===== config.mk =====
export PLATFORM = sky130hd
export DESIGN_NAME = gpio
export DESIGN_NICKNAME = d
export VERILOG_FILES = /design/src/logic/mpss_pkg.sv /design/src/logic/gpio.sv
export SDC_FILE = /design/constraint.sdc
export NUM_CORES = 1
export LEC_CHECK = 0
export ABC_AREA = 1
export BUFFER_PORTS_ARGS = -buffer_cell sky130_fd_sc_hd__buf_2
export CORE_ASPECT_RATIO = 2
export CORE_MARGIN = 3
export CORE_UTILIZATION = 40
export DETAILED_ROUTE_END_ITERATION = 7
export GPL_TIMING_DRIVEN = 0
export PLACE_DENSITY = 0.7
export SYNTH_ARGS = -nofsm -noshare
export SYNTH_HDL_FRONTEND = slang
export SYNTH_SLANG_ARGS = --single-unit

===== constraint.sdc =====
create_clock -name clk_i -period 0.95 [get_ports clk_i]
set_input_delay 0.095 -clock clk_i [delete_from_list [all_inputs] [get_ports clk_i]]
set_output_delay 0.095 -clock clk_i [all_outputs]
set_load 0.01 [all_outputs]

===== src/logic/mpss_pkg.sv =====
package mpss_pkg;

	// Fabric size
	localparam int N_MASTERS = 2;
	localparam int N_TARGETS = 3;

	// Address map, select in addr[13:12]
	localparam int SEL_LSB = 12;
	localparam int SEL_W = 2;
	localparam int N_SELECTS = 2 ** SEL_W;
	localparam int SEL_UNMAPPED = N_SELECTS - 1;

	localparam int RAM_WORDS = 256;
	localparam int RAM_IDX_W = $clog2(RAM_WORDS);

	localparam int HOST_QUEUE_DEPTH = 4;

	// Byte offsets of the GPIO words
	localparam int GPIO_OUT_OFS = 0;
	localparam int GPIO_IN_OFS = 4;

	typedef logic [31:0] data_t;
	typedef logic [31:0] addr_t;
	typedef logic [3:0] be_t;
	typedef logic [0:0] mid_t;
	typedef logic [SEL_W-1:0] sid_t;

	typedef logic [RAM_IDX_W-1:0] ram_idx_t;
	typedef logic [SEL_LSB-1:0] ofs_t; // Offset inside a target window
	typedef logic [$clog2(HOST_QUEUE_DEPTH)-1:0] qptr_t;
	typedef logic [$clog2(HOST_QUEUE_DEPTH+1)-1:0] qcnt_t;

	// Command and bus request, same layout on both sides
	typedef struct packed {
		logic  we;
		addr_t addr;
		be_t   be;
		data_t wdata;
	} bus_req_t;

	typedef enum logic [1:0] {
		HOST_IDLE,
		HOST_REQ,
		HOST_WAIT_RESP
	} host_state_e;

endpackage


===== src/logic/gpio.sv =====
module gpio
	import mpss_pkg::*;
(
	input  logic       clk_i
	, input  logic     arst_n_i

	, input  logic     bus_req_i
	, input  bus_req_t bus_i
	, output logic     bus_ack_o
	, output logic     bus_resp_o
	, output data_t    bus_rdata_o

	, input  data_t    gpio_bi
	, output data_t    gpio_bo
);

	ofs_t ofs;
	data_t in_meta;
	data_t in_sync;

	assign ofs = bus_i.addr[SEL_LSB-1:0];
	assign bus_ack_o = bus_req_i;

	always_ff @(posedge clk_i or negedge arst_n_i) begin
		if (!arst_n_i) begin
			gpio_bo <= '0;
			in_meta <= '0;
			in_sync <= '0;
			bus_resp_o <= 1'b0;
		end else begin
			in_meta <= gpio_bi;
			in_sync <= in_meta;
			bus_resp_o <= bus_req_i && !bus_i.we;
			// Input word is read-only
			if (bus_req_i && bus_i.we && (ofs == ofs_t'(GPIO_OUT_OFS))) begin
				for (int b = 0; b < $bits(be_t); b++) begin
					if (bus_i.be[b]) begin
						gpio_bo[8*b +: 8] <= bus_i.wdata[8*b +: 8];
					end
				end
			end
		end
	end

	always_ff @(posedge clk_i) begin
		if (bus_req_i && !bus_i.we) begin
			if (ofs == ofs_t'(GPIO_IN_OFS)) begin
				bus_rdata_o <= in_sync;
			end else if (ofs == ofs_t'(GPIO_OUT_OFS)) begin
				bus_rdata_o <= gpio_bo;
			end else begin
				bus_rdata_o <= '0;
			end
		end
	end

endmodule


==> flow_summary.yaml, run 1 <==
die:
  start_util: 0.410
  coreArea_um2: 10900
  rows: 54
  dieArea_um2: 12500
  die_y_um: 155
  pin_count: 170
  die-width_um: 80.7
cells_and_area:
  stdcell_area_um2: 7460
  post-route-util: 0.686
  drive_above_1_share: 0.446
  fin_nets: 754
  synthToLayoutAreaGrowth_pct: 67.3
  fillers: 754
  antennaDiodeCount: 0
timing:
  post-route-period-util: 1.12
  hold_viol: 0
  max_freq_mhz: 939
  layout_setup_ws_ns: -0.115
  finalMaxSlewViolations: 0
  final.setup.tns_ns: -4.44
  max_slew_margin: 0.624
  tightest_slew_ns: 0.563
  whs_ns: 0.0592
  rsz0062_at_grt: "true"
  period_minus_slack_ns: 1.07
  fin_skew_ns: 0.00861
  setup_violations: 69
clocking:
  clk_pin_slew_ns: 0.06
  cts_sinks: 129
  cts_max_level: 4
  worstSkewPairLatency_ns: 0.41
  numCtsBuffers: 17
  clockBufferDepth: 2
  cts_root_buffer: "clkbuf_16"
  tritoncts: "built"
routing:
  drt-initial-drc-count: 168
  post_drt_wl_per_cell_um: 16.2
  routed_wl_um: 13000
  via_per_inst: 4.74
  num_vias: 3801
  dr.pass1.iters: 7
  postRouteAntennaNets: 0
  drc: 0
yosys:
  yosysTopAreaCell: "dfrtp_1"
  ys_ff_latch: 129
  synth-edff-count: 32
  synth_top_area_frac: 0.544
  synth_most_common_cell: "nand2_1"
  synth_area_leaders: "dfrtp_1, edfxtp_1, nand2_1"
  synth_area_per_cell_um2: 12.2
  synthesis.nets: 469
  ys.flop_type: "dfrtp_1"
  synth.distinct_cells: 11
  synthArstFlopShare: 0.752
  synth-seq-area-share: 0.760
  synth_commonest_cells: "nand2_1, dfrtp_1, nand3_1, edfxtp_1"
  yosys_warnings: 0
  synth_area_um2: 4460
  syn_inst: 365
placement:
  io_buffers: 149
  routabilityCongestion: 0.715
  hpwlAfterDp_um: 8020
  postPlaceCellArea_um2: 5640
min_path:
  hold_path_class: "in2reg"
grt:
  met1_usage: 0.227
  grt_max_degree: 62
  antenna_found_initial: 0
  gr-usage-met3: 0.0498
  met2_usage: 0.402
  grtUsageTotal: 0.218
  grt.busiest_layer: "met2"
  grt.overflow.total: 0
  grt_pass1_wl_um: 20100
  grt_pass1_vias: 4080
status:
  outcome: "finished, violations left"
  violations: "setup timing"
setup_path:
  reg2reg_slack_ns: -0.09
  cp_max_fo: 2
  cp-start-kind: "register"
  crit_type: "reg2out"
  slowest_stage: "dfrtp_1"
  required_ns: 0.85
  crit_chain: "buf_2"
  path_delay_family: "flip-flops"
  slowest_delay_ns: 0.41
  crit_buf_inv: 1
  cp.arrival_ns: 0.97
  endpoint_kind: "output port"
power:
  clkPwrFrac: 0.521
  leakage_uw: 0.00369
  combPwrFrac: 0.054
  power.density_nw_per_um2: 1880
  p_sw_frac: 0.199
  p_int_uw: 11200
  total_power_uw: 14000
  p_switching_uw: 2790
  seqPwrFrac: 0.425
  ir_worst_vdd_v: 0.00134
flow_run:
  maxCapViolCount: 0
==> logic make-up after synthesis <==
logic type / after synthesis / synth area share
buffers and inverters: 22 / 0.0269
flip-flops: 129 / 0.760
AND/OR/NAND/NOR: 214 / 0.213
==> registers in the layout (all words and copies together), names as in the netlist <==
name and cells:
bus_rdata_o 32, bus_resp_o 1, gpio_bo 32, in_meta 32, in_sync 32
==> repair_timing <==
item,in CTS,in global routing
gates cloned,1,0
endpoints found under the hold margin,100,0
endpoints found under the setup margin,159,152
pin swaps,4,17
hold buffers,65,0
setup buffers,39,11
resized for setup,6,20
==> layout make-up <==
class | instances | area [µm²] | area share
sequential | 129 | 3390 | 0.454
timing repair buffer | 265 | 1890 | 0.254
tap | 140 | 175 | 0.0235
multi-input combinational | 215 | 1160 | 0.156
clock buffer | 19 | 433 | 0.0580
buffer | 14 | 136 | 0.0183
clock inverter | 12 | 231 | 0.0310
inverter | 8 | 42.5 | 0.00570
==> path summary, 6_finish.rpt <==
path                                   endpoint        start  depth (start not counted)
worst max-delay path                gpio_bo[14]  gpio_bo[14]                          1
worst min-delay path                 bus_resp_o    bus_i[68]                          2
worst max register to register  bus_rdata_o[18]  gpio_bo[18]                          4
worst min register to register       in_sync[1]   in_meta[1]                          0
max in group asynchronous           gpio_bo[29]     arst_n_i                          3
min in group asynchronous            bus_resp_o     arst_n_i                          2
==> per-layer routing <==
metal  share of wire  vias to the layer above
li1                -                     1770
met4           0.030                        0
met3           0.047                       24
met2            0.58                      143
met1            0.34                     1864
met5               0                        -
==> metrics by stage <==
step	instances	setup WS (ns)
after floorplan	365	-0.0593
after global placement	654	-1.08
after detailed placement	655	-0.609
after CTS	791	-0.118
after global routing	802	-0.134
final	802	-0.115
==> power groups by stage <==
stage                     combinational, µW  sequential, µW  clock [µW]
after floorplan                        97.5            6070           0
after global placement                  489            6040           0
after detailed placement                514            6050           0
after CTS                               742            5950        7400
after global routing                    826            5960        7640
final                                   760            5950        7300
==> placed cells by master (no fill, tap or decap) <==
master         instances
edfxtp_1              32
inv_1                  7
buf_8                  2
buf_4                 52
clkinv_4               3
buf_6                 19
dlygate4sd3_1         65
nand2_1              124
clkinvlp_4             1
inv_12                 1
nor2_4                11
buf_2                139
clkbuf_16             17
nand2_2                8
nand3_1               35
nor2_2                 2
nand3_4                1
buf_16                 1
nand3_2               29
dfrtp_1               97
nand4_1                4
clkbuf_1               2
nor2_1                 1
buf_12                 1
bufinv_16              6
inv_6                  2
(Power assumes the default switching activity.)
==> run 2: changes to the inputs <==
==> constraint.sdc (replaced) <==
create_clock -name clk_i -period 0.95 [get_ports clk_i]
set_input_delay 0.19 -clock clk_i [delete_from_list [all_inputs] [get_ports clk_i]]
set_output_delay 0.19 -clock clk_i [all_outputs]
set_load 0.01 [all_outputs]
==> run 2 against run 1 <==
Against the previous run: the flow finishes with violations (hold timing, setup timing); count of clock-buffer cells in the layout rose by 2; non-clock buffer count rose by 7; critical path depth did not move; cell count rose by 1.0%; clock power fell by 9.9%; clock skew fell by 0.0021 ns; global-route usage fell by 0.12 points; critical path type unchanged; largest cell class unchanged.
==> flow_summary.yaml, run 2 (same netlist as run 1, synthesis figures left out) <==
timing:
  period_minus_slack_ns: 1.15
  rsz0062_at_grt: "true"
  max_slew_margin: 0.566
  max_freq_mhz: 868
  finalMaxSlewViolations: 0
  tightest_slew_ns: 0.651
  layout_setup_ws_ns: -0.202
  whs_ns: -0.208
  fin_skew_ns: 0.00655
  hold_viol: 50
  setup_violations: 107
  post-route-period-util: 1.21
status:
  outcome: "finished, violations left"
  violations: "hold timing, setup timing"
clocking:
  tritoncts: "built"
  cts_max_level: 4
  cts_sinks: 129
  postCtsHoldBufs: 64
  numCtsBuffers: 17
  clockBufferDepth: 2
  worstSkewPairLatency_ns: 0.41
  cts_root_buffer: "clkbuf_16"
  clk_pin_slew_ns: 0.06
setup_path:
  crit_chain: "buf_2"
  endpoint_kind: "output port"
  slowest_delay_ns: 0.40
  crit_type: "reg2out"
  reg2reg_slack_ns: -0.07
  required_ns: 0.76
  cp-start-kind: "register"
  path_delay_family: "flip-flops"
  slowest_stage: "dfrtp_1"
  cp_max_fo: 2
  cp.arrival_ns: 0.96
  crit_buf_inv: 1
power:
  ir_worst_vdd_v: 0.00139
  leakage_uw: 0.00379
  power.density_nw_per_um2: 1680
die:
  die_y_um: 155
  rows: 54
  start_util: 0.410
  coreArea_um2: 10900
  pin_count: 170
  die-width_um: 80.7
  dieArea_um2: 12500
min_path:
  hold_path_class: "in2async"
routing:
  drc: 0
  post_drt_wl_per_cell_um: 17.1
  via_per_inst: 4.75
  dr.pass1.iters: 4
  postRouteAntennaNets: 0
  routed_wl_um: 13800
  num_vias: 3845
  drt-initial-drc-count: 171
grt:
  grt_max_degree: 52
  grt_pass1_vias: 4094
  grt_pass1_wl_um: 19900
  grtUsageTotal: 0.217
  grt.overflow.total: 0
  antenna_found_initial: 0
cells_and_area:
  stdcell_area_um2: 7920
  fin_nets: 761
  drive_above_1_share: 0.510
  synthToLayoutAreaGrowth_pct: 77.6
  antennaDiodeCount: 0
  final_cells: 810
  final_cell_mix: "buf_2, nand2_1, dfrtp_1"
  final_common_cell: "buf_2"
placement:
  io_buffers: 149
  postPlaceCellArea_um2: 5770
  hpwlAfterDp_um: 7930
  routabilityCongestion: 0.795
  dp.cells: 655
flow_run:
  maxCapViolCount: 0
run 2: changes by cell type in the layout (fill, tap and decap cells not counted), moves of 3 or more:
cell       before  now
nand2_1       124  119
nand2_2         8   12
buf_4          52   45
inv_6           2    5
nand3_1        35    4
buf_2         139  135
buf_12          1    9
nand3_2        29   58
clkbuf_16      17   27
bufinv_16       6    1
buf_6          19   23
run 2: what timing repair did:
action	4_1_cts	5_1_grt
resized for setup	13	56
gates cloned	1	7
pin swaps	18	56
endpoints found under the hold margin	114	50
setup endpoints to repair	162	120
setup buffers	43	16
run 2: through the flow:
stage | hold slack, ns | setup slack (ns) | utilization | total power [µW] | setup TNS [ns]
after global placement | 0.297 | -1.19 | 0.527 | 6540 | -170.42
after CTS | -0.181 | -0.238 | 0.682 | 13400 | -12.22
after global routing | -0.156 | -0.243 | 0.728 | 13800 | -18.71
final | -0.208 | -0.202 | 0.728 | 13300 | -12.05
after floorplan | -0.106 | -0.154 | - | 6180 | -12.57
after detailed placement | 0.255 | -0.728 | 0.530 | 6570 | -57.25
run 2: per-layer routing:
metal	GRT usage	share of wire	wire [µm]	up-vias
li1	-	-	-	1796
met1	0.215	0.33	4570	1863
met2	0.404	0.58	8070	143
met3	0.0510	0.045	616	43
met4	0.112	0.042	585	0
met5	0	0	0	-
run 2: final cells by class:
type                            instances  area, µm²
Multi-Input combinational cell        215       1360
Sequential cell                       129       3390
Tap cell                              140        175
Clock inverter                         11        111
Timing Repair Buffer                  272       2130
Clock buffer                           21        504
Fill cell                             684       2950
Buffer                                 14        208
Inverter                                8       42.5
run 2: final timing paths:
kind / start / to / cells past startpoint
worst min-delay path: arst_n_i / gpio_bo[21] / 1
min in group clk_i: bus_i[68] / bus_resp_o / 2
max in group asynchronous: arst_n_i / in_sync[28] / 2
worst max-delay path: gpio_bo[12] / gpio_bo[12] / 1
worst min register to register: in_meta[13] / in_sync[13] / 0
worst max register to register: gpio_bo[30] / bus_rdata_o[30] / 4
run 2: power by group:
group | total [µW] | internal (µW) | switching (µW)
sequential | 5960 | 5880 | 74.5
clock | 6580 | 4110 | 2470
combinational | 799 | 422 | 377
total | 13300 | 10400 | 2920
