[config.mk]
export PLATFORM = sky130hd
export DESIGN_NAME = bus_host
export DESIGN_NICKNAME = d
export VERILOG_FILES = /design/src/logic/mpss_pkg.sv /design/src/logic/bus_host.sv
export SDC_FILE = /design/constraint.sdc
export NUM_CORES = 1
export LEC_CHECK = 0
export ABC_AREA = 1
export ABC_CLOCK_PERIOD_IN_PS = 9400
export BUFFER_PORTS_ARGS = -buffer_cell sky130_fd_sc_hd__buf_2
export CORE_MARGIN = 10
export CORE_UTILIZATION = 61
export DETAILED_ROUTE_END_ITERATION = 16
export GPL_ROUTABILITY_DRIVEN = 0
export PLACE_DENSITY = 0.92
export SLEW_MARGIN = 20
export SYNTH_ARGS = -nofsm -noshare
export SYNTH_HDL_FRONTEND = slang
export SYNTH_SLANG_ARGS = --single-unit
[constraint.sdc]
create_clock -name clk_i -period 9.4 [get_ports clk_i]
set_clock_uncertainty 0.05 [all_clocks]
set_input_delay 1.88 -clock clk_i [delete_from_list [all_inputs] [get_ports clk_i]]
set_output_delay 1.88 -clock clk_i [all_outputs]
set_load 0.05 [all_outputs]
[src/logic/mpss_pkg.sv]
package mpss_pkg;

	// Fabric size
	localparam int N_MASTERS = 2;
	localparam int N_TARGETS = 3;

	// Address map, select in addr[13:12]
	localparam int SEL_LSB = 12;
	localparam int SEL_W = 2;
	localparam int N_SELECTS = 2 ** SEL_W;
	localparam int SEL_UNMAPPED = N_SELECTS - 1;

	localparam int RAM_WORDS = 256;
	localparam int RAM_IDX_W = $clog2(RAM_WORDS);

	localparam int HOST_QUEUE_DEPTH = 4;

	// Byte offsets of the GPIO words
	localparam int GPIO_OUT_OFS = 0;
	localparam int GPIO_IN_OFS = 4;

	typedef logic [31:0] data_t;
	typedef logic [31:0] addr_t;
	typedef logic [3:0] be_t;
	typedef logic [0:0] mid_t;
	typedef logic [SEL_W-1:0] sid_t;

	typedef logic [RAM_IDX_W-1:0] ram_idx_t;
	typedef logic [SEL_LSB-1:0] ofs_t; // Offset inside a target window
	typedef logic [$clog2(HOST_QUEUE_DEPTH)-1:0] qptr_t;
	typedef logic [$clog2(HOST_QUEUE_DEPTH+1)-1:0] qcnt_t;

	// Command and bus request, same layout on both sides
	typedef struct packed {
		logic  we;
		addr_t addr;
		be_t   be;
		data_t wdata;
	} bus_req_t;

	typedef enum logic [1:0] {
		HOST_IDLE,
		HOST_REQ,
		HOST_WAIT_RESP
	} host_state_e;

endpackage

[src/logic/bus_host.sv]
module bus_host
	import mpss_pkg::*;
(
	input  logic       clk_i
	, input  logic     arst_n_i

	, input  logic     cmd_valid_i
	, input  bus_req_t cmd_i
	, output logic     cmd_full_o

	, output logic     rsp_valid_o
	, output data_t    rsp_rdata_o

	, output logic     bus_req_o
	, output bus_req_t bus_o
	, input  logic     bus_ack_i
	, input  logic     bus_resp_i
	, input  data_t    bus_rdata_i
);

	bus_req_t queue [HOST_QUEUE_DEPTH];
	qptr_t wr_ptr;
	qptr_t rd_ptr;
	qcnt_t count;
	host_state_e state;
	logic push;
	logic pop;

	assign cmd_full_o = (count == qcnt_t'(HOST_QUEUE_DEPTH));
	assign push = cmd_valid_i && !cmd_full_o; // Strobes while full are dropped
	assign pop = (state == HOST_IDLE) && (count != '0);
	assign bus_req_o = (state == HOST_REQ);

	always_ff @(posedge clk_i) begin
		if (push) begin
			queue[wr_ptr] <= cmd_i;
		end
		if (pop) begin
			bus_o <= queue[rd_ptr]; // Held until ack
		end
	end

	always_ff @(posedge clk_i or negedge arst_n_i) begin
		if (!arst_n_i) begin
			wr_ptr <= '0;
			rd_ptr <= '0;
			count <= '0;
		end else begin
			if (push) begin
				wr_ptr <= wr_ptr + 1'b1;
			end
			if (pop) begin
				rd_ptr <= rd_ptr + 1'b1;
			end
			case ({push, pop})
				2'b10: count <= count + 1'b1;
				2'b01: count <= count - 1'b1;
				default: ;
			endcase
		end
	end

	// One transaction at a time, reads wait for resp
	always_ff @(posedge clk_i or negedge arst_n_i) begin
		if (!arst_n_i) begin
			state <= HOST_IDLE;
			rsp_valid_o <= 1'b0;
		end else begin
			rsp_valid_o <= 1'b0;
			case (state)
				HOST_IDLE: begin
					if (pop) begin
						state <= HOST_REQ;
					end
				end
				HOST_REQ: begin
					if (bus_ack_i) begin
						state <= bus_o.we ? HOST_IDLE : HOST_WAIT_RESP;
					end
				end
				HOST_WAIT_RESP: begin
					if (bus_resp_i) begin
						state <= HOST_IDLE;
						rsp_valid_o <= 1'b1;
					end
				end
				default: state <= HOST_IDLE;
			endcase
		end
	end

	always_ff @(posedge clk_i) begin
		if ((state == HOST_WAIT_RESP) && bus_resp_i) begin
			rsp_rdata_o <= bus_rdata_i;
		end
	end

endmodule

==> results of run 1 <==
==> state kept, by name, summed over array words and instances, names as in the netlist <==
register,flops
rsp_rdata_o,32
state,2
count,3
wr_ptr,2
queue,276
rd_ptr,2
rsp_valid_o,1
bus_o,69
==> layout by cell type (no fill, tap or decap), drive strengths merged <==
master and count:
edfxtp 377, nand2 227, buf 218, inv 157
o211ai 138, clkbuf 46, clkinv 18, dfrtp 10
nand3 8, nor2 7, diode 5, ha 5
bufinv 4, o21ai 2, xnor2 1, nand4 1
nor3 1, a21oi 1, fa 1
==> cells by family (layout without fill, tap and decap cells) <==
| group | Yosys count | count (layout) |
|---|---|---|
| buf+inv | 203 | 443 |
| xor+xnor | 1 | 1 |
| simple gates | 244 | 244 |
| fa+ha+maj | 6 | 6 |
| other cells | 0 | 5 |
| compound gates | 141 | 141 |
| flops | 387 | 387 |
==> cell type report <==
class	instances	area, um2
Sequential cell	387	11570
Tap cell	319	399.1
Fill cell	1384	6449
Multi-Input combinational cell	392	2105
Inverter	158	601.8
Timing Repair Buffer	218	1117
Antenna cell	5	12.51
Clock buffer	46	1001
Clock inverter	21	215.2
==> worst max-delay path, delay by kind of cell <==
kind	cells	cell delay (ns)
AND/OR/NAND/NOR	2	1.03
buffers and inverters	2	0.77
==> per-stage QoR <==
stage	setup WS, ns	hold slack (ns)	power (W)	instances
2_1_floorplan	3.941	0.3965	0.004108	982
3_3_place_gp	5.306	0.4111	0.004453	1474
3_5_place_dp	5.231	0.4146	0.004538	1474
4_1_cts	5.769	0.4269	0.006017	1541
5_1_grt	5.617	0.4431	0.006267	1543
6_report	5.751	0.4210	0.005970	1546
==> report_power, final <==
group	leakage [nW]	switching, W	internal (W)
sequential	3.60	0.000110	0.00247
combinational	2.59	0.00151	0.000405
clock	0.600	0.000602	0.000869
total	6.79	0.00222	0.00375
==> layer usage <==
metal / GRT usage / vias up
met5: 0 / -
met4: 0.07232 / 4
met1: 0.2093 / 3977
met3: 0.05265 / 66
met2: 0.3319 / 287
li1: - / 3906
==> final timing paths <==
path	start	endpoint	slack (ns)	cells past startpoint
max	cmd_valid_i	queue[3][52]	5.75	4
min in group asynchronous	arst_n_i	count[1]	1.17	1
min	count[0]	count[0]	0.42	1
min reg2reg	count[0]	count[0]	0.42	1
max reg2reg	state[1]	count[2]	6.59	11
max in group asynchronous	arst_n_i	rd_ptr[1]	7.92	1
==> impl_metrics.py, run 1 <==
metrics = {
    "run_status": {
        "status": "finished, final reports clean",
    },
    "synthesis": {
        "synth_simple_gate_area_frac": 0.06397,
        "syn_area_um2": 14530,
        "yosysMostFrequentCell": "edfxtp_1",
        "synth_top_family_by_area": "compound AO/OA/AOI/OAI gates",
        "synth_largest_area_cell": "edfxtp_1",
        "synth_compound_area_frac": 0.07232,
        "synthArstFlopShare": 0.02584,
        "ys_seq_area_frac": 0.7962,
        "synth_nets": 1094,
        "synth.avg_cell_area_um2": 14.80,
        "synthAdderAreaFrac": 0.005682,
        "netlist_instances": 982,
        "synth_common_cells": "377 x edfxtp_1, 227 x nand2_1, 156 x inv_1",
        "yosysTopAreaCellShare": 0.7790,
        "muxShareOfSynthArea": 0,
        "synth_seq_cells": 387,
        "synthDistinctLibCells": 20,
        "synth_edf_count": 377,
        "synth_flop_cell": "edfxtp_1",
        "ys_warn_count": 0,
        "ys_top_cells_by_area": "edfxtp_1 78%, o211ai_1 7.1%, nand2_1 5.9%, inv_1 4.0%, dfrtp_1 1.7%",
        "synthXorXnorAreaFrac": 0.0006027,
    },
    "finish": {
        "stdcell_area_um2": 17020,
        "fin_util": 0.7253,
        "drive_gt1_frac": 0.2300,
        "final_nets": 1306,
        "area_growth_pct": 17.14,
    },
    "timing": {
        "fin_crit_sh": 0.3882,
        "tightestPinTransition_ns": 1.061,
        "slew_violations": 0,
        "setup_viol": 0,
        "finalHoldViolations": 0,
        "rsz0062_at_grt": "no",
        "period_minus_slack_ns": 3.649,
        "relSlewSlack": 0.2928,
        "fin_setup_tns_ns": 0,
        "fmax_mhz": 274.0,
    },
    "clocking": {
        "clk_pin_slew_worst_paths_ns": 0.06,
        "clock-sinks": 387,
        "cts_hold_buf": 0,
        "cts_tree": "yes",
        "ctsHtreeMaxLevel": 2,
        "root_buffer": "clkbuf_16",
        "cts_buffer_depth": 3,
        "post-cts-setup-buffers": 0,
        "cts_resized": 0,
        "clock_latency_ns": 0.51,
        "cts_buffers": 37,
    },
    "global_route": {
        "grt_overflow": 0,
        "antenna_found_initial": 6,
        "grt_pass1_wl_mm": 45.13,
        "track_usage": 0.1871,
        "grt_pass1_vias": 8613,
        "grt_max_degree": 160,
    },
    "setup_path": {
        "critPathLaunchType": "input pin",
        "slowest_stage": "nor2_4",
        "arrival_ns": 3.74,
        "cp_cell_sequence": "buf_2 -> nand2_1 -> nor2_4 -> buf_4",
        "cpPeakStageDelay_ns": 0.75,
        "path_class": "in -> reg",
        "crit_required_ns": 9.49,
        "critPathMaxFanout": 45,
        "worstSetupEndpointType": "flop",
    },
    "drt": {
        "vias": 8240,
        "dr.pass1.iters": 5,
        "m1WireLength_mm": 10.92,
        "wl_mm": 29.00,
        "wl_met3_mm": 2.067,
        "postRouteAntennaNets": 0,
        "drt-vias-per-instance": 5.330,
        "met2_wirelength_mm": 15.30,
        "maxUsedRoutingLayer": "met5",
        "drc": 0,
        "drtIter0Drc": 697,
        "wl_per_cell_um": 18.76,
    },
    "floorplanning": {
        "fp-row-count": 56,
        "die_w_um": 174.4,
        "initial_utilization": 0.6191,
        "dieArea_um2": 30400,
        "coreArea_um2": 23470,
        "io_pins": 210,
        "die_h_um": 174.4,
    },
    "place": {
        "hpwl_mm": 17.23,
        "io_buffer_count": 209,
        "dpl_cell_area_um2": 15790,
    },
    "run": {
        "cap_violations": 0,
    },
    "worst_hold_path": {
        "hp-class": "reg -> reg",
    },
    "power_and_ir_drop": {
        "power.leakage_nw": 6.785,
        "ir_drop_uv": 260.3,
        "power.density_nw_per_um2": 350.7,
    },
}
Power figures use the tool's default switching activity.
==> run 2, diff against run 1 <==
ABC_CLOCK_PERIOD_IN_PS = 3800   (was 9400)
CORE_UTILIZATION = 57   (was 61)
PLACE_DENSITY = 0.88   (was 0.92)
clock period = 3.8 ns   (was 9.4 ns; I/O delays follow)
==> impl_metrics.py, run 2 (synthesis results as in run 1) <==
metrics = {
    "setup_path": {
        "critPathLaunchType": "flop",
        "cp_cell_sequence": "inv_1 -> nand3_1 -> nand2_1 -> clkinv_2 -> ha_1 -> inv_1 -> fa_1 -> o21ai_0",
        "crit_top_cell": "inv_1",
        "cpPeakStageDelay_ns": 0.49,
        "arrival_ns": 2.93,
        "slowest_stage": "clkinv_2",
        "crit_required_ns": 4.17,
        "critPathBufInv": 3,
        "cp_top_family": "adder cells",
        "critPathMaxFanout": 33,
        "worstSetupEndpointType": "flop",
        "path_class": "reg -> reg",
    },
    "clocking": {
        "clock_latency_ns": 0.51,
        "cts_tree": "yes",
        "cts_buffers": 38,
        "ctsHtreeMaxLevel": 2,
        "cts_resized": 0,
        "cts_buffer_depth": 3,
        "clk_pin_slew_worst_paths_ns": 0.06,
        "root_buffer": "clkbuf_16",
        "clock-sinks": 387,
        "cts_hold_buf": 0,
        "post-cts-setup-buffers": 0,
    },
    "finish": {
        "largest_register_ffs": 276,
        "largest_register": "queue",
        "stdcell_area_um2": 17120,
        "reg_top3": "queue x276, bus_o x69, rsp_rdata_o x32",
        "final_nets": 1308,
        "ff_latch_area_um2": 11570,
        "nFillCells": 1667,
        "multi_input_area_um2": 2105,
        "layout_commonest_cell": "edfxtp_1",
        "drive_gt1_frac": 0.2288,
        "layout_common_cells": "377 x edfxtp_1, 227 x nand2_1, 209 x buf_2",
        "area_growth_pct": 17.82,
    },
    "drt": {
        "drt-vias-per-instance": 5.320,
        "postRouteAntennaNets": 0,
        "wl_per_cell_um": 18.95,
        "vias": 8284,
        "wl_mm": 29.51,
        "drc": 0,
        "dr.pass1.iters": 5,
        "drtIter0Drc": 770,
    },
    "run": {
        "cap_violations": 0,
    },
    "place": {
        "dpl_cell_area_um2": 15890,
        "io_buffer_count": 209,
        "post-place-ws_ns": 1.243,
        "hpwl_mm": 18.00,
    },
    "timing": {
        "fmax_mhz": 391.7,
        "setup_ws_ns": 1.247,
        "tightestPinTransition_ns": 0.9479,
        "slew_violations": 0,
        "setup_viol": 0,
        "finalHoldViolations": 0,
        "rsz0062_at_grt": "no",
        "hold_ws_ns": 0.06435,
        "relSlewSlack": 0.3672,
        "fin_crit_sh": 0.6718,
        "period_minus_slack_ns": 2.553,
    },
    "floorplanning": {
        "coreArea_um2": 25110,
        "io_pins": 210,
        "fp-row-count": 58,
        "initial_utilization": 0.5788,
        "dieArea_um2": 32280,
        "die_w_um": 179.7,
        "die_h_um": 179.7,
    },
    "global_route": {
        "grtUsageMet1": 0.2316,
        "grt_overflow": 0,
        "grt_pass1_vias": 8450,
        "grtUsageMet2": 0.2894,
        "track_usage": 0.1775,
        "grt_pass1_wl_mm": 45.92,
        "antenna_found_initial": 3,
        "grt_max_degree": 151,
        "gr-usage-met3": 0.04438,
        "top_usage_layer": "met2",
    },
    "power_and_ir_drop": {
        "power.density_nw_per_um2": 871.3,
        "power.leakage_nw": 6.805,
        "ir_drop_uv": 856.7,
    },
    "run_status": {
        "status": "finished, final reports clean",
    },
    "worst_hold_path": {
        "hp-class": "in -> async",
    },
}
-- run 2: final cells by class --
type	instances	share of cell area
flip-flops and latches	387	0.6758
clock inverters	19	0.01133
inverters	158	0.03515
clock buffers	49	0.06036
repair buffers	219	0.06986
well taps	330	0.02411
diodes	3	0.0004384
multi-input cells	392	0.1229
-- run 2: power breakdown --
group / switching, W / leakage [nW] / internal, W
clock: 0.00147 / 0.594 / 0.00219
sequential: 0.000300 / 3.60 / 0.00611
combinational: 0.00379 / 2.61 / 0.00106
-- run 2: metal layers --
layer	vias up	part of all wire
met5	-	0.00024
met4	2	0.018
met3	41	0.075
met2	310	0.49
met1	4020	0.42
li1	3911	-
-- run 2: per-stage QoR --
stage	TNS, ns	power, W	instances	util
finish	0	0.01492	1557	0.6819
floorplan	-148.87	0.01016	982	-
CTS	0	0.01506	1554	0.6816
global placement	0	0.01120	1486	0.6327
detailed placement	0	0.01137	1486	0.6327
global route	0	0.01568	1556	0.6818
-- run 2: final timing paths --
check / from / end / slack, ns / cells after the start
hold reg to reg: count[0] / count[0] / 0.43 / 1
hold / removal: arst_n_i / wr_ptr[1] / 0.06 / 1
min in group clk_i: bus_rdata_i[30] / rsp_rdata_o[30] / 0.38 / 1
setup / recovery: count[0] / count[1] / 1.25 / 8
max in group asynchronous: arst_n_i / rd_ptr[1] / 3.42 / 1
setup reg to reg: count[0] / count[1] / 1.25 / 8
