`src/logic/mpss_pkg.sv`:
```
package mpss_pkg;

	// Fabric size
	localparam int N_MASTERS = 2;
	localparam int N_TARGETS = 3;

	// Address map, select in addr[13:12]
	localparam int SEL_LSB = 12;
	localparam int SEL_W = 2;
	localparam int N_SELECTS = 2 ** SEL_W;
	localparam int SEL_UNMAPPED = N_SELECTS - 1;

	localparam int RAM_WORDS = 256;
	localparam int RAM_IDX_W = $clog2(RAM_WORDS);

	localparam int HOST_QUEUE_DEPTH = 4;

	// Byte offsets of the GPIO words
	localparam int GPIO_OUT_OFS = 0;
	localparam int GPIO_IN_OFS = 4;

	typedef logic [31:0] data_t;
	typedef logic [31:0] addr_t;
	typedef logic [3:0] be_t;
	typedef logic [0:0] mid_t;
	typedef logic [SEL_W-1:0] sid_t;

	typedef logic [RAM_IDX_W-1:0] ram_idx_t;
	typedef logic [SEL_LSB-1:0] ofs_t; // Offset inside a target window
	typedef logic [$clog2(HOST_QUEUE_DEPTH)-1:0] qptr_t;
	typedef logic [$clog2(HOST_QUEUE_DEPTH+1)-1:0] qcnt_t;

	// Command and bus request, same layout on both sides
	typedef struct packed {
		logic  we;
		addr_t addr;
		be_t   be;
		data_t wdata;
	} bus_req_t;

	typedef enum logic [1:0] {
		HOST_IDLE,
		HOST_REQ,
		HOST_WAIT_RESP
	} host_state_e;

endpackage

```
`src/logic/xbar_buffered.sv`:
```
module xbar_buffered
	import mpss_pkg::*;
(
	input  logic                   clk_i
	, input  logic                 arst_n_i

	, input  logic [N_MASTERS-1:0] m_req_i
	, input  bus_req_t             m_bus_i [N_MASTERS]
	, output logic [N_MASTERS-1:0] m_ack_o
	, output logic [N_MASTERS-1:0] m_resp_o
	, output data_t                m_rdata_o [N_MASTERS]

	, output logic [N_TARGETS-1:0] t_req_o
	, output bus_req_t             t_bus_o [N_TARGETS]
	, input  logic [N_TARGETS-1:0] t_ack_i
	, input  logic [N_TARGETS-1:0] t_resp_i
	, input  data_t                t_rdata_i [N_TARGETS]
);

	sid_t sel [N_MASTERS];
	logic [N_MASTERS-1:0] sel_req [N_SELECTS];
	logic [N_SELECTS-1:0] sel_free;
	logic [N_SELECTS-1:0] gnt_vld;
	mid_t gnt_mid [N_SELECTS];
	mid_t last_mid [N_SELECTS];

	// Request slices and read routing per target
	logic [N_TARGETS-1:0] slice_vld;
	bus_req_t slice_bus [N_TARGETS];
	mid_t slice_mid [N_TARGETS];
	logic [N_TARGETS-1:0] rd_vld;
	mid_t rd_mid [N_TARGETS];

	// Zero-data read for the unmapped window
	logic unm_vld;
	mid_t unm_mid;

	// Round robin, the master after last wins
	function automatic mid_t rr_pick(input logic [N_MASTERS-1:0] reqs, input mid_t last);
		mid_t pick;
		int idx;
		pick = last;
		for (int i = N_MASTERS; i >= 1; i--) begin
			idx = (int'(last) + i) % N_MASTERS;
			if (reqs[idx]) begin
				pick = mid_t'(idx);
			end
		end
		return pick;
	endfunction

	always_comb begin
		for (int m = 0; m < N_MASTERS; m++) begin
			sel[m] = m_bus_i[m].addr[SEL_LSB +: SEL_W];
		end
		for (int s = 0; s < N_SELECTS; s++) begin
			for (int m = 0; m < N_MASTERS; m++) begin
				sel_req[s][m] = m_req_i[m] && (sel[m] == sid_t'(s));
			end
		end
		for (int t = 0; t < N_TARGETS; t++) begin
			sel_free[t] = !slice_vld[t] || t_ack_i[t]; // Empty or draining
		end
		sel_free[SEL_UNMAPPED] = 1'b1;
		for (int s = 0; s < N_SELECTS; s++) begin
			gnt_vld[s] = (|sel_req[s]) && sel_free[s];
			gnt_mid[s] = rr_pick(sel_req[s], last_mid[s]);
		end
	end

	assign t_req_o = slice_vld;
	assign t_bus_o = slice_bus;

	always_ff @(posedge clk_i or negedge arst_n_i) begin
		if (!arst_n_i) begin
			slice_vld <= '0;
			rd_vld <= '0;
			unm_vld <= 1'b0;
			unm_mid <= '0;
			for (int s = 0; s < N_SELECTS; s++) begin
				last_mid[s] <= '0;
			end
			for (int t = 0; t < N_TARGETS; t++) begin
				slice_mid[t] <= '0;
				rd_mid[t] <= '0;
			end
		end else begin
			for (int s = 0; s < N_SELECTS; s++) begin
				if (gnt_vld[s]) begin
					last_mid[s] <= gnt_mid[s];
				end
			end
			for (int t = 0; t < N_TARGETS; t++) begin
				if (gnt_vld[t]) begin
					slice_vld[t] <= 1'b1;
					slice_mid[t] <= gnt_mid[t];
				end else if (t_ack_i[t]) begin
					slice_vld[t] <= 1'b0;
				end
				// Target answers one cycle after a read ack
				rd_vld[t] <= slice_vld[t] && t_ack_i[t] && !slice_bus[t].we;
				rd_mid[t] <= slice_mid[t];
			end
			unm_vld <= gnt_vld[SEL_UNMAPPED] && !m_bus_i[gnt_mid[SEL_UNMAPPED]].we;
			unm_mid <= gnt_mid[SEL_UNMAPPED];
		end
	end

	always_ff @(posedge clk_i) begin
		for (int t = 0; t < N_TARGETS; t++) begin
			if (gnt_vld[t]) begin
				slice_bus[t] <= m_bus_i[gnt_mid[t]];
			end
		end
	end

	always_comb begin
		m_ack_o = '0;
		m_resp_o = '0;
		for (int m = 0; m < N_MASTERS; m++) begin
			m_rdata_o[m] = '0;
		end
		for (int s = 0; s < N_SELECTS; s++) begin
			if (gnt_vld[s]) begin
				m_ack_o[gnt_mid[s]] = 1'b1;
			end
		end
		// A host has one read in flight, so no two sources collide
		for (int t = 0; t < N_TARGETS; t++) begin
			if (rd_vld[t] && t_resp_i[t]) begin
				m_resp_o[rd_mid[t]] = 1'b1;
				m_rdata_o[rd_mid[t]] = t_rdata_i[t];
			end
		end
		if (unm_vld) begin
			m_resp_o[unm_mid] = 1'b1;
		end
	end

endmodule

```
`config.mk`:
```
export PLATFORM = sky130hd
export DESIGN_NAME = xbar_buffered
export DESIGN_NICKNAME = d
export VERILOG_FILES = /design/src/logic/mpss_pkg.sv /design/src/logic/xbar_buffered.sv
export SDC_FILE = /design/constraint.sdc
export NUM_CORES = 1
export LEC_CHECK = 0
export ABC_AREA = 1
export BUFFER_PORTS_ARGS = -buffer_cell sky130_fd_sc_hd__buf_2
export CAP_MARGIN = 25
export CORE_AREA = 4 4 201 203
export CTS_BUF_LIST = sky130_fd_sc_hd__clkbuf_16
export CTS_CLUSTER_SIZE = 20
export DETAILED_ROUTE_END_ITERATION = 10
export DIE_AREA = 0 0 205 207
export PLACE_DENSITY = 0.63
export SLEW_MARGIN = 10
export SYNTH_ARGS = -nofsm -noshare
export SYNTH_HDL_FRONTEND = slang
export SYNTH_SLANG_ARGS = --single-unit
```
`constraint.sdc`:
```
create_clock -name clk_i -period 2.6 [get_ports clk_i]
set_clock_uncertainty 0.05 [all_clocks]
set_input_delay 0.39 -clock clk_i [delete_from_list [all_inputs] [get_ports clk_i]]
set_output_delay 0.39 -clock clk_i [all_outputs]
set_load 0.02 [all_outputs]
```
==> results by group, run 1 <==
Clock tree
  – # H-tree levels: 1
  – Root buffer cell: clkbuf_16
  – Clock Sinks: 222
  – Post-CTS setup buffer count: 0
  – Clock Path Buffers: 3
  – CTS buffer count: 24
  – Clock tree from TritonCTS: built
  – Reg clk slew, reported paths: 60 ps
  – Clk_lat worst skew: 520 ps

Power and ir drop
  – Cell Int Power: 7880 uW
  – Clock network power share: 0.308
  – Sw Ratio: 0.331
  – Combinational share of power: 0.292
  – Part of the power in registers: 0.400
  – Cell Pwr Density: 778 mW/mm^2
  – Leakage: 0.00690 uW
  – Switch Pwr: 3890 uW
  – Max VDD drop: 0.592 mV

Floorplanning
  – Core Area: 0.0385 sq mm
  – Die footprint: 0.0424 sq mm
  – # IOs: 522
  – Starting Density: 0.290
  – Row count: 72
  – Die width: 205 um
  – Die Y: 207 um

Worst setup path
  – Worst EP required: 2160 ps
  – Worst Path Arrival: 2030 ps
  – Setup crit end kind: output pin
  – R2r setup slk: 610 ps
  – Startpoint Class: register
  – Crit path max fanout: 32
  – Critical path class: register to output pin

Detailed routing
  – Routed WL: 41800 um
  – DR DRC count: 0
  – Drt first pass iters: 5
  – Via Count: 10.4k
  – Drt wl/cell: 18.9 um
  – Vias per inst: 4.70
  – Final ANT Viol Nets: 0
  – DR iter-0 viols: 922

GRT
  – Gr usage total: 0.188
  – First-pass GRT wire length: 62300 um
  – Total gr overflow: 0
  – Number of global-route vias before repair: 10.5k
  – Largest net degree at the start of global routing: 83
  – Initial antenna violation count: 14

Finish
  – Fillers: 3890
  – Area growth, synth to finish: 35.7%
  – Layout net count: 1917
  – Final instance area: 0.0151 sq mm
  – Multi-input gate area: 0.00375 sq mm
  – Storage element area: 0.00659 sq mm
  – Layout cells sized above 1: 0.403

Synthesis
  – Post-synthesis sequential area ratio: 0.591
  – Syn_nets: 1411
  – Synth Instances: 1167
  – Synth area leaders: edfxtp_1 (56%), nand2_1 (11%), o21ai_2 (6.3%)
  – Mean Syn Cell Area: 9.56 sq um
  – Post-synthesis cell type count: 25
  – Synth top area share: 0.557
  – Flops & latches, synth: 222
  – Syn Std Cell Area: 0.0112 sq mm
  – Yosys top cell by area: edfxtp_1
  – Warnings, synthesis: 0

Place
  – Post-DP Area: 0.0142 sq mm
  – Port-buffer cells: 521
  – Gpl congestion: 0.863
  – HPWL after DPL: 32300 um
  – Pre-CTS worst setup slack: 337 ps

Timing
  – Endpoints failing hold: 0
  – RSZ-0062 raised after global routing: no
  – Min Tclk post-route: 2470 ps
  – Final period util: 0.950
  – Slew Viols, Final: 0
  – FMAX: 405 MHz
  – Slew @ Worst Pin: 541 ps
  – Relative slew slack: 0.638
  – Final Setup Violations: 0
  – Setup ws final: 131 ps
  – Setup TNS: 0 ps
  – Final hold slack: 54.3 ps

Run
  – Maxcap violations: 0

Outcome
  – Status: finished, final reports clean

Min path
  – Hold Path Class: input pin to register
-- stage by stage --
stage                     cells  utilization  power (uW)
after global placement     2164        0.370        8190
after CTS                  2206        0.392       11900
after global routing       2209        0.393       12400
after floorplan            1167            -        7230
final                      2213        0.394       11800
after detailed placement   2164        0.370        8260
-- critical path, stage by stage, from the launching register on --
cell	delay [ps]
dfrtp_1	380
or2_2	340
nor2_4	90
buf_6	260
a21oi_1	100
nor2_1	130
buf_2	180
-- state kept, by name, summed over array words and instances, names as in the netlist --
signal,cells
t_bus_o,207
rd_mid,3
rd_vld,3
slice_mid,3
t_req_o,3
last_mid,1
unm_mid,1
unm_vld,1
-- final cells by class --
class	count	area share
Tap cell	518	0.0428
Clock inverter	16	0.0137
Timing Repair Buffer	551	0.196
Inverter	85	0.0218
Clock buffer	25	0.0413
Multi-Input combinational cell	789	0.247
Antenna cell	7	0.00116
Sequential cell	222	0.435
-- placed cells by master, fill, tap and decap left out, types with 7 or more instances in the layout --
cell type | Yosys | final
a21oi_1 | 101 | 100
buf_12 | 0 | 9
buf_2 | 20 | 521
buf_4 | 11 | 14
clkbuf_16 | 0 | 25
dfrtp_1 | 15 | 15
diode_2 | 0 | 7
edfxtp_1 | 207 | 207
inv_1 | 83 | 84
nand2_1 | 339 | 338
nand3_1 | 11 | 10
nor2_1 | 118 | 118
o21ai_0 | 32 | 32
o21ai_1 | 95 | 95
o21ai_2 | 80 | 80
-- final timing paths --
kind,startpoint,endpoint,depth (start not counted)
worst min register to register,t_bus_o[137],rd_vld[1],1
worst max-delay path,rd_mid[2],m_rdata_o[41],6
max in group asynchronous,arst_n_i,unm_mid,2
worst min-delay path,t_ack_i[2],rd_vld[2],3
worst max register to register,t_req_o[1],t_bus_o[129],4
min in group asynchronous,arst_n_i,t_req_o[1],2
-- kinds of logic after synthesis --
| group | share of synthesized area |
|---|---|
| flops | 0.591 |
| buf+inv | 0.0775 |
| simple gates | 0.165 |
| compound gates | 0.167 |
-- synthesized netlist by cell type, drive strengths merged --
cell / instances
nand3: 11
buf: 59
or2: 1
nor2: 123
o2111ai: 1
o31ai: 1
inv: 85
o21ai: 207
nand2: 341
nand4: 3
clkbuf: 12
dfrtp: 15
a21oi: 101
edfxtp: 207
-- power groups by stage --
stage               registers (uW)  clock network (uW)  logic [uW]
floorplan                     5200                   0        2020
global placement              4780                   0        3410
detailed placement            4780                   0        3480
CTS                           4720                3710        3490
global route                  4750                3860        3790
finish                        4710                3630        3430
-- routing by layer --
metal	vias to the layer above	GRT usage	routed length [um]
met5	-	0	93
met4	12	0.0755	1480
met3	84	0.0729	4500
met2	515	0.336	21400
met1	4827	0.195	14300
li1	4959	-	-
-- what timing repair did --
item                                   in CTS  in global routing
resized for setup                           0                  8
endpoints found under the hold margin      15                  0
hold buffers                                1                  0
setup endpoints to repair                   0                 31
Power figures use the tool's default switching activity.
==> run 2, diff against run 1 <==
Settings changed: ABC_AREA 1 to not set, CORE_AREA 4 4 201 203 to 4 4 200 202, DIE_AREA 0 0 205 207 to 0 0 204 206.
==> run 2 against run 1 <==
  * Routed wire length shrank 3.0%
  * Critical path depth shrank 1
  * Highest routed layer unchanged
  * Critical endpoint is now m_rdata_o[30]
  * Synthesized area shrank 0.45%
  * Maximum frequency shrank 0.28%
  * Combinational power shrank 29%
  * Largest power group unchanged
  * Worst setup slack lost 6.8 ps
  * Global-route usage shrank 0.77 points
  * Core utilization grew 0.64 points
  * Via count shrank 14%
  * Sequential share of layout area shrank 0.49 points
==> results by group, run 2 <==
Synthesis
  – Top_reg_cell synth: edfxtp_1
  – Async SR Flop Fraction: 0.0676 (unchanged)
  – Flops & latches, synth: 222 (unchanged)
  – Yosys top cell by area: edfxtp_1
  – Top-count cell post-synth: edfxtp_1
  – Synth area leaders: edfxtp_1 (56%), mux2_2 (16%), mux2_4 (6.8%)
  – Post-synthesis sequential area ratio: 0.593 (+0.00266)
  – Synth cell count leaders: edfxtp_1 (207), mux2_2 (153), nand3_1 (76), nand2_1 (71), nor2_1 (69)
  – Syn_nets: 1064 (-25%)
  – Syn Std Cell Area: 0.0111 sq mm (-0.45%)
  – Warnings, synthesis: 0 (unchanged)
  – Mean Syn Cell Area: 13.5 sq um (+42%)
  – Synth Instances: 820 (-30%)
  – Post-synthesis cell type count: 39 (+56%)
  – Number of synthesized flops with an enable pin: 207 (unchanged)
  – Synth top area share: 0.560 (+0.00251)

Timing
  – Min Tclk post-route: 2480 ps (+6.84 ps)
  – Slew @ Worst Pin: 541 ps (+0.0348 ps)
  – FMAX: 404 MHz (-0.28%)
  – Relative slew slack: 0.639 (+0.000737)
  – Endpoints failing hold: 0 (unchanged)
  – Final period util: 0.952 (+0.00263)
  – Slew Viols, Final: 0 (unchanged)
  – Setup ws final: 124 ps (-6.84 ps)
  – Final Setup Violations: 0 (unchanged)
  – RSZ-0062 raised after global routing: no

Floorplanning
  – Die width: 204 um (-0.49%)
  – # IOs: 522 (unchanged)
  – Die Y: 206 um (-0.48%)
  – Die footprint: 0.0420 sq mm (-0.97%)
  – Core Area: 0.0383 sq mm (-0.47%)
  – Starting Density: 0.290 (about the same)
  – Row count: 72 (unchanged)

GRT
  – Met1 Track Usage GR: 0.183 (-0.0121)
  – Largest net degree at the start of global routing: 71 (-14%)
  – Number of global-route vias before repair: 9342 (-11%)
  – GR Util met2: 0.335 (-0.00142)
  – First-pass GRT wire length: 57900 um (-7.2%)
  – M3 GR Usage: 0.0617 (-0.0112)
  – Total gr overflow: 0 (unchanged)
  – Gr usage total: 0.180 (-0.00771)
  – Initial antenna violation count: 14 (unchanged)
  – Grt peak-use layer: met2

Finish
  – Layout net count: 1578 (-18%)
  – Layout cells sized above 1: 0.592 (+0.189)
  – Area growth, synth to finish: 37.9%
  – Fillers: 3699 (-4.9%)
  – Largest register FFs: 207 (unchanged)
  – Commonest non-fill, non-tap cell in the layout: buf_2
  – Commonest non-fill, non-tap cells in the layout: buf_2 (520), edfxtp_1 (207), mux2_2 (153)

Power and ir drop
  – Part of the power in registers: 0.432 (+0.032)
  – Switch Pwr: 2860 uW (-26%)
  – Leakage: 0.00647 uW (-6.2%)
  – Combinational share of power: 0.239 (-0.053)
  – Max VDD drop: 0.637 mV (+7.6%)
  – Cell Int Power: 7360 uW (-6.7%)
  – Sw Ratio: 0.280 (-0.0503)
  – Cell Pwr Density: 667 mW/mm^2 (-14%)
  – Final Total Pwr: 10200 uW (-13%)
  – Clock network power share: 0.329 (+0.021)

Worst setup path
  – Reg2Reg Capture Point: t_bus_o[174]
  – Max incr delay on CP: 390 ps (about the same)
  – Crit path max fanout: 33 (+3.1%)
  – Critical path class: register to output pin
  – Reg2Reg Depth: 6 (+2)
  – Startpoint Class: register
  – Setup crit end kind: output pin
  – CP Launch Point: rd_mid[2]
  – CP max stage cell: a31oi_1
  – Worst EP required: 2160 ps (about the same)
  – Cell Chain, Critical Path: and3_1 -> buf_12 -> nand3_1 -> a31oi_1 -> buf_2
  – Worst reg2reg path startpoint: slice_mid[2]
  – R2r setup slk: 610 ps (about the same)
  – Crit path max-delay family: buffers and inverters
  – Worst Path Arrival: 2040 ps (about the same)
  – Worst path depth: 5 (-1)
  – Crit path buf inv count: 2 (unchanged)

Clock tree
  – # H-tree levels: 1 (unchanged)
  – Reg clk slew, reported paths: 60 ps (about the same)
  – Clock Sinks: 222 (unchanged)
  – Clock Path Buffers: 3 (unchanged)
  – Clock tree from TritonCTS: built
  – CTS buffer count: 24 (unchanged)
  – Root buffer cell: clkbuf_16
  – Clk_lat worst skew: 520 ps (about the same)

Detailed routing
  – Routed WL: 40500 um (-3.0%)
  – Drt wl/cell: 21.6 um (+14%)
  – Drt first pass iters: 5 (unchanged)
  – Final ANT Viol Nets: 0 (unchanged)
  – Via Count: 8977 (-14%)
  – DR iter-0 viols: 444 (-52%)
  – Vias per inst: 4.78 (+1.7%)
  – DR DRC count: 0 (unchanged)

Run
  – Maxcap violations: 0 (unchanged)

Place
  – Gpl congestion: 0.914 (+5.8%)
  – Pre-CTS worst setup slack: 344 ps (+6.47 ps)
  – Port-buffer cells: 521 (unchanged)
  – HPWL after DPL: 30900 um (-4.6%)

Min path
  – Worst Hold End: rd_vld[0]
  – HP Start: t_ack_i[0]
  – Hold path depth: 3 (unchanged)
  – Hold Path Class: input pin to register

Outcome
  – Status: finished, final reports clean
run 2: worst reg2reg max path, stage by stage, from the launching register on:
cell and delay (ps):
dfrtp_2 370, buf_4 100, buf_4 140, nand4bb_1 200, o21ai_4 160, buf_12 260
mux2_2 460
run 2: layout make-up:
class                   instances  area, sq um  share of cell area
inverters                       5         22.5             0.00147
diodes                          9         22.5             0.00147
repair buffers                550         3040               0.199
well taps                     518          648              0.0423
flip-flops and latches        222         6590               0.430
multi-input cells             531         4220               0.276
clock buffers                  25          626              0.0408
clock inverters                18          141             0.00923
run 2: routing by layer:
| metal | share of wire | vias to the layer above | wire [um] |
|---|---|---|---|
| met5 | 0.00064 | - | 26 |
| met4 | 0.041 | 4 | 1660 |
| met3 | 0.094 | 69 | 3830 |
| met2 | 0.52 | 427 | 21000 |
| met1 | 0.35 | 4330 | 14100 |
| li1 | - | 4147 | - |
run 2: cell families (layout without fill, tap and decap cells):
| group | count (synthesis) | after routing | share of synthesized area |
|---|---|---|---|
| compound gates | 85 | 85 | 0.0500 |
| other cells | 0 | 9 | 0 |
| mux | 204 | 204 | 0.224 |
| buf+inv | 67 | 598 | 0.0322 |
| simple gates | 242 | 242 | 0.101 |
| flops | 222 | 222 | 0.593 |
run 2: repair_timing:
item / 4_1_cts / 5_1_grt
pin swaps: 0 / 0
hold buffers: 1 / 0
endpoints found under the hold margin: 15 / 0
buffers inserted: 1 / 3
gates cloned: 0 / 0
setup endpoints to repair: 10 / 3
gates resized for setup: 5 / 5
run 2: worst max path at each step:
stage | to | slack (ps)
after floorplan | t_bus_o[100] | 90
after detailed placement | m_ack_o[0] | 340
after global routing | m_rdata_o[56] | 30
after CTS | m_ack_o[0] | -2
final | m_rdata_o[30] | 120
after global placement | m_ack_o[0] | 360
run 2: through the flow:
stage | instances | TNS [ps] | hold slack [ps] | area, sq um | utilization
final | 1878 | 0 | 42.0 | 15300 | 0.400
after CTS | 1866 | -1.85 | 12.6 | 15200 | 0.398
after detailed placement | 1821 | 0 | 289 | 14500 | 0.377
after global placement | 1821 | 0 | 283 | 14500 | 0.377
after global routing | 1877 | 0 | 45.7 | 15300 | 0.400
after floorplan | 820 | 0 | 44.4 | 11100 | -
run 2: power groups by stage:
stage | clock, uW | sequential [uW] | combinational, uW
finish | 3360 | 4410 | 2450
global route | 3600 | 4440 | 2600
floorplan | 0 | 4780 | 1260
CTS | 3450 | 4420 | 2470
global placement | 0 | 4490 | 2420
detailed placement | 0 | 4490 | 2450
==> run 3, diff against run 2 <==
Settings changed: CORE_AREA 4 4 200 202 to 4 4 199 201, DIE_AREA 0 0 204 206 to 0 0 203 205, PLACE_DENSITY 0.63 to 0.6.
==> run 3 against run 2 <==
  * Power fell by 2.9%
  * Global-route usage increased by 0.30 points
  * Cell count shrank 0.59%
  * Final area decreased by 0.78%
  * Clock power decreased by 8.3%
  * Die area is 0.97% lower
  * Largest power group unchanged
  * Highest routed layer unchanged
==> results by group, run 3 (synthesized netlist as in run 2, its figures left out) <==
Outcome
  – Status: finished, final reports clean

Power and ir drop
  – Final Total Pwr: 9920 uW (-2.9%)
  – Cell Pwr Density: 653 mW/mm^2 (-2.1%)
  – Part of the power in registers: 0.445 (+0.013)
  – Switch Pwr: 2790 uW (-2.7%)
  – Combinational share of power: 0.244 (+0.005)
  – Cell Int Power: 7140 uW (-3.0%)
  – Max VDD drop: 0.524 mV (-18%)
  – Clock network power share: 0.311 (-0.018)
  – Leakage: 0.00646 uW (-0.23%)
  – Sw Ratio: 0.281 (+0.000605)

Finish
  – Fillers: 3650 (-1.3%)
  – Non-Filler Instances: 1867 (-0.59%)
  – Largest register FFs: 207 (unchanged)
  – Layout net count: 1575 (-0.19%)
  – Layout cells sized above 1: 0.584 (-0.00802)
  – Commonest non-fill, non-tap cell in the layout: buf_2
  – Commonest non-fill, non-tap cells in the layout: buf_2 (521), edfxtp_1 (207), mux2_2 (153)
  – Area growth, synth to finish: 36.8%

Worst setup path
  – Startpoint Class: register
  – Worst Path Arrival: 2070 ps (+30 ps)
  – Critical path class: register to output pin
  – Setup crit end kind: output pin
  – Crit path max fanout: 33 (unchanged)
  – Reg2Reg Depth: 4 (-2)
  – Worst EP required: 2160 ps (about the same)

Timing
  – Min Tclk post-route: 2510 ps (+36.7 ps)
  – Relative slew slack: 0.660 (+0.0209)
  – FMAX: 398 MHz (-1.5%)
  – Setup ws final: 87.6 ps (-36.7 ps)
  – Final period util: 0.966 (+0.0141)
  – Slew @ Worst Pin: 510 ps (-31.4 ps)
  – RSZ-0062 raised after global routing: no
  – Setup TNS: 0 ps (unchanged)
  – Slew Viols, Final: 0 (unchanged)
  – Final Setup Violations: 0 (unchanged)
  – Endpoints failing hold: 0 (unchanged)

Detailed routing
  – WL met3: 3950 um (+3.1%)
  – DR DRC count: 0 (unchanged)
  – Vias per inst: 4.81 (+0.65%)
  – DR iter-0 viols: 452 (+1.8%)
  – DR top layer: met5
  – Routed WL: 40700 um (+0.33%)
  – Metal2 WL: 21200 um (+1.1%)
  – Drt first pass iters: 5 (unchanged)
  – Drt wl/cell: 21.8 um (+0.92%)
  – Final ANT Viol Nets: 0 (unchanged)
  – Via Count: 8982 (+0.056%)
  – Met1 WL: 14100 um (about the same)

Clock tree
  – Clock Sinks: 222 (unchanged)
  – Reg clk slew, reported paths: 60 ps (about the same)
  – # H-tree levels: 1 (unchanged)
  – CTS buffer count: 24 (unchanged)
  – Clock Path Buffers: 3 (unchanged)
  – Clk_lat worst skew: 520 ps (about the same)
  – Clock tree from TritonCTS: built
  – Root buffer cell: clkbuf_16

Floorplanning
  – Starting Density: 0.296 (+0.00548)
  – Row count: 71 (-1.4%)
  – Die width: 203 um (-0.49%)
  – Die Y: 205 um (-0.49%)
  – Die footprint: 0.0416 sq mm (-0.97%)
  – # IOs: 522 (unchanged)
  – Core Area: 0.0376 sq mm (-1.9%)

Place
  – HPWL after DPL: 30600 um (-0.94%)
  – Pre-CTS worst setup slack: 417 ps (+72.8 ps)
  – Gpl congestion: 0.897 (-1.8%)
  – Placed cells: 1814 (-0.38%)
  – Port-buffer cells: 521 (unchanged)

GRT
  – Gr usage total: 0.183 (+0.00298)
  – First-pass GRT wire length: 58100 um (+0.46%)
  – Initial antenna violation count: 14 (unchanged)
  – Total gr overflow: 0 (unchanged)
  – Largest net degree at the start of global routing: 71 (unchanged)
  – Number of global-route vias before repair: 9135 (-2.2%)

Run
  – Maxcap violations: 0 (unchanged)

Min path
  – Hold Path Class: input pin to register
  – Hold path depth: 3 (unchanged)
run 3: changes by cell type in the layout (fill, tap and decap cells not counted), sizes merged:
cell	change
inv	+4
clkinvlp	-4
clkinv	+3
buf	-3
diode	-2
bufinv	-2
run 3: stage by stage:
| step | utilization | instance area (sq um) | hold WS, ps |
|---|---|---|---|
| detailed placement | 0.385 | 14500 | 285 |
| CTS | 0.404 | 15200 | 21.6 |
| global route | 0.404 | 15200 | 36.1 |
| global placement | 0.385 | 14500 | 278 |
| finish | 0.404 | 15200 | 49.4 |
| floorplan | - | 11100 | 44.4 |
run 3: per-layer routing:
layer	up-vias	global-route usage
met5	-	0
met4	6	0.0798
met3	73	0.0636
met2	434	0.330
met1	4322	0.193
li1	4147	-
run 3: worst paths after layout:
path | startpoint | slack [ps] | end
worst min register to register | slice_mid[2] | 390 | rd_mid[2]
worst min-delay path | t_ack_i[0] | 50 | rd_vld[0]
worst max register to register | slice_mid[2] | 550 | t_bus_o[165]
worst max-delay path | rd_mid[2] | 90 | m_rdata_o[49]
max in group asynchronous | arst_n_i | 1910 | slice_mid[2]
min in group asynchronous | arst_n_i | 300 | unm_mid
run 3: power by group through the flow:
stage / registers, uW / clock network, uW / logic, uW
2_1_floorplan: 4780 / 0 / 1260
3_3_place_gp: 4490 / 0 / 2410
3_5_place_dp: 4500 / 0 / 2450
4_1_cts: 4430 / 3180 / 2450
5_1_grt: 4440 / 3320 / 2580
6_report: 4420 / 3080 / 2420
run 3: repair_timing:
action / 4_1_cts / 5_1_grt
setup buffers: 0 / 1
endpoints found under the hold margin: 15 / 0
hold buffers: 1 / 0
endpoints found under the setup margin: 0 / 1
resized for setup: 0 / 1
run 3: final cells by class:
| type | instances | area, sq um | area share |
|---|---|---|---|
| Antenna cell | 7 | 17.5 | 0.00115 |
| Inverter | 5 | 22.5 | 0.00148 |
| Clock buffer | 25 | 626 | 0.0412 |
| Sequential cell | 222 | 6590 | 0.434 |
| Multi-Input combinational cell | 531 | 4200 | 0.277 |
| Tap cell | 511 | 639 | 0.0421 |
| Timing Repair Buffer | 547 | 3020 | 0.199 |
| Clock inverter | 19 | 77.6 | 0.00511 |
run 3: critical path, stage by stage, from the launching register on:
cell and delay, ps:
dfrtp_1 390, and3b_1 260, buf_12 210, nand3_1 100, a31oi_1 330, buf_2 240
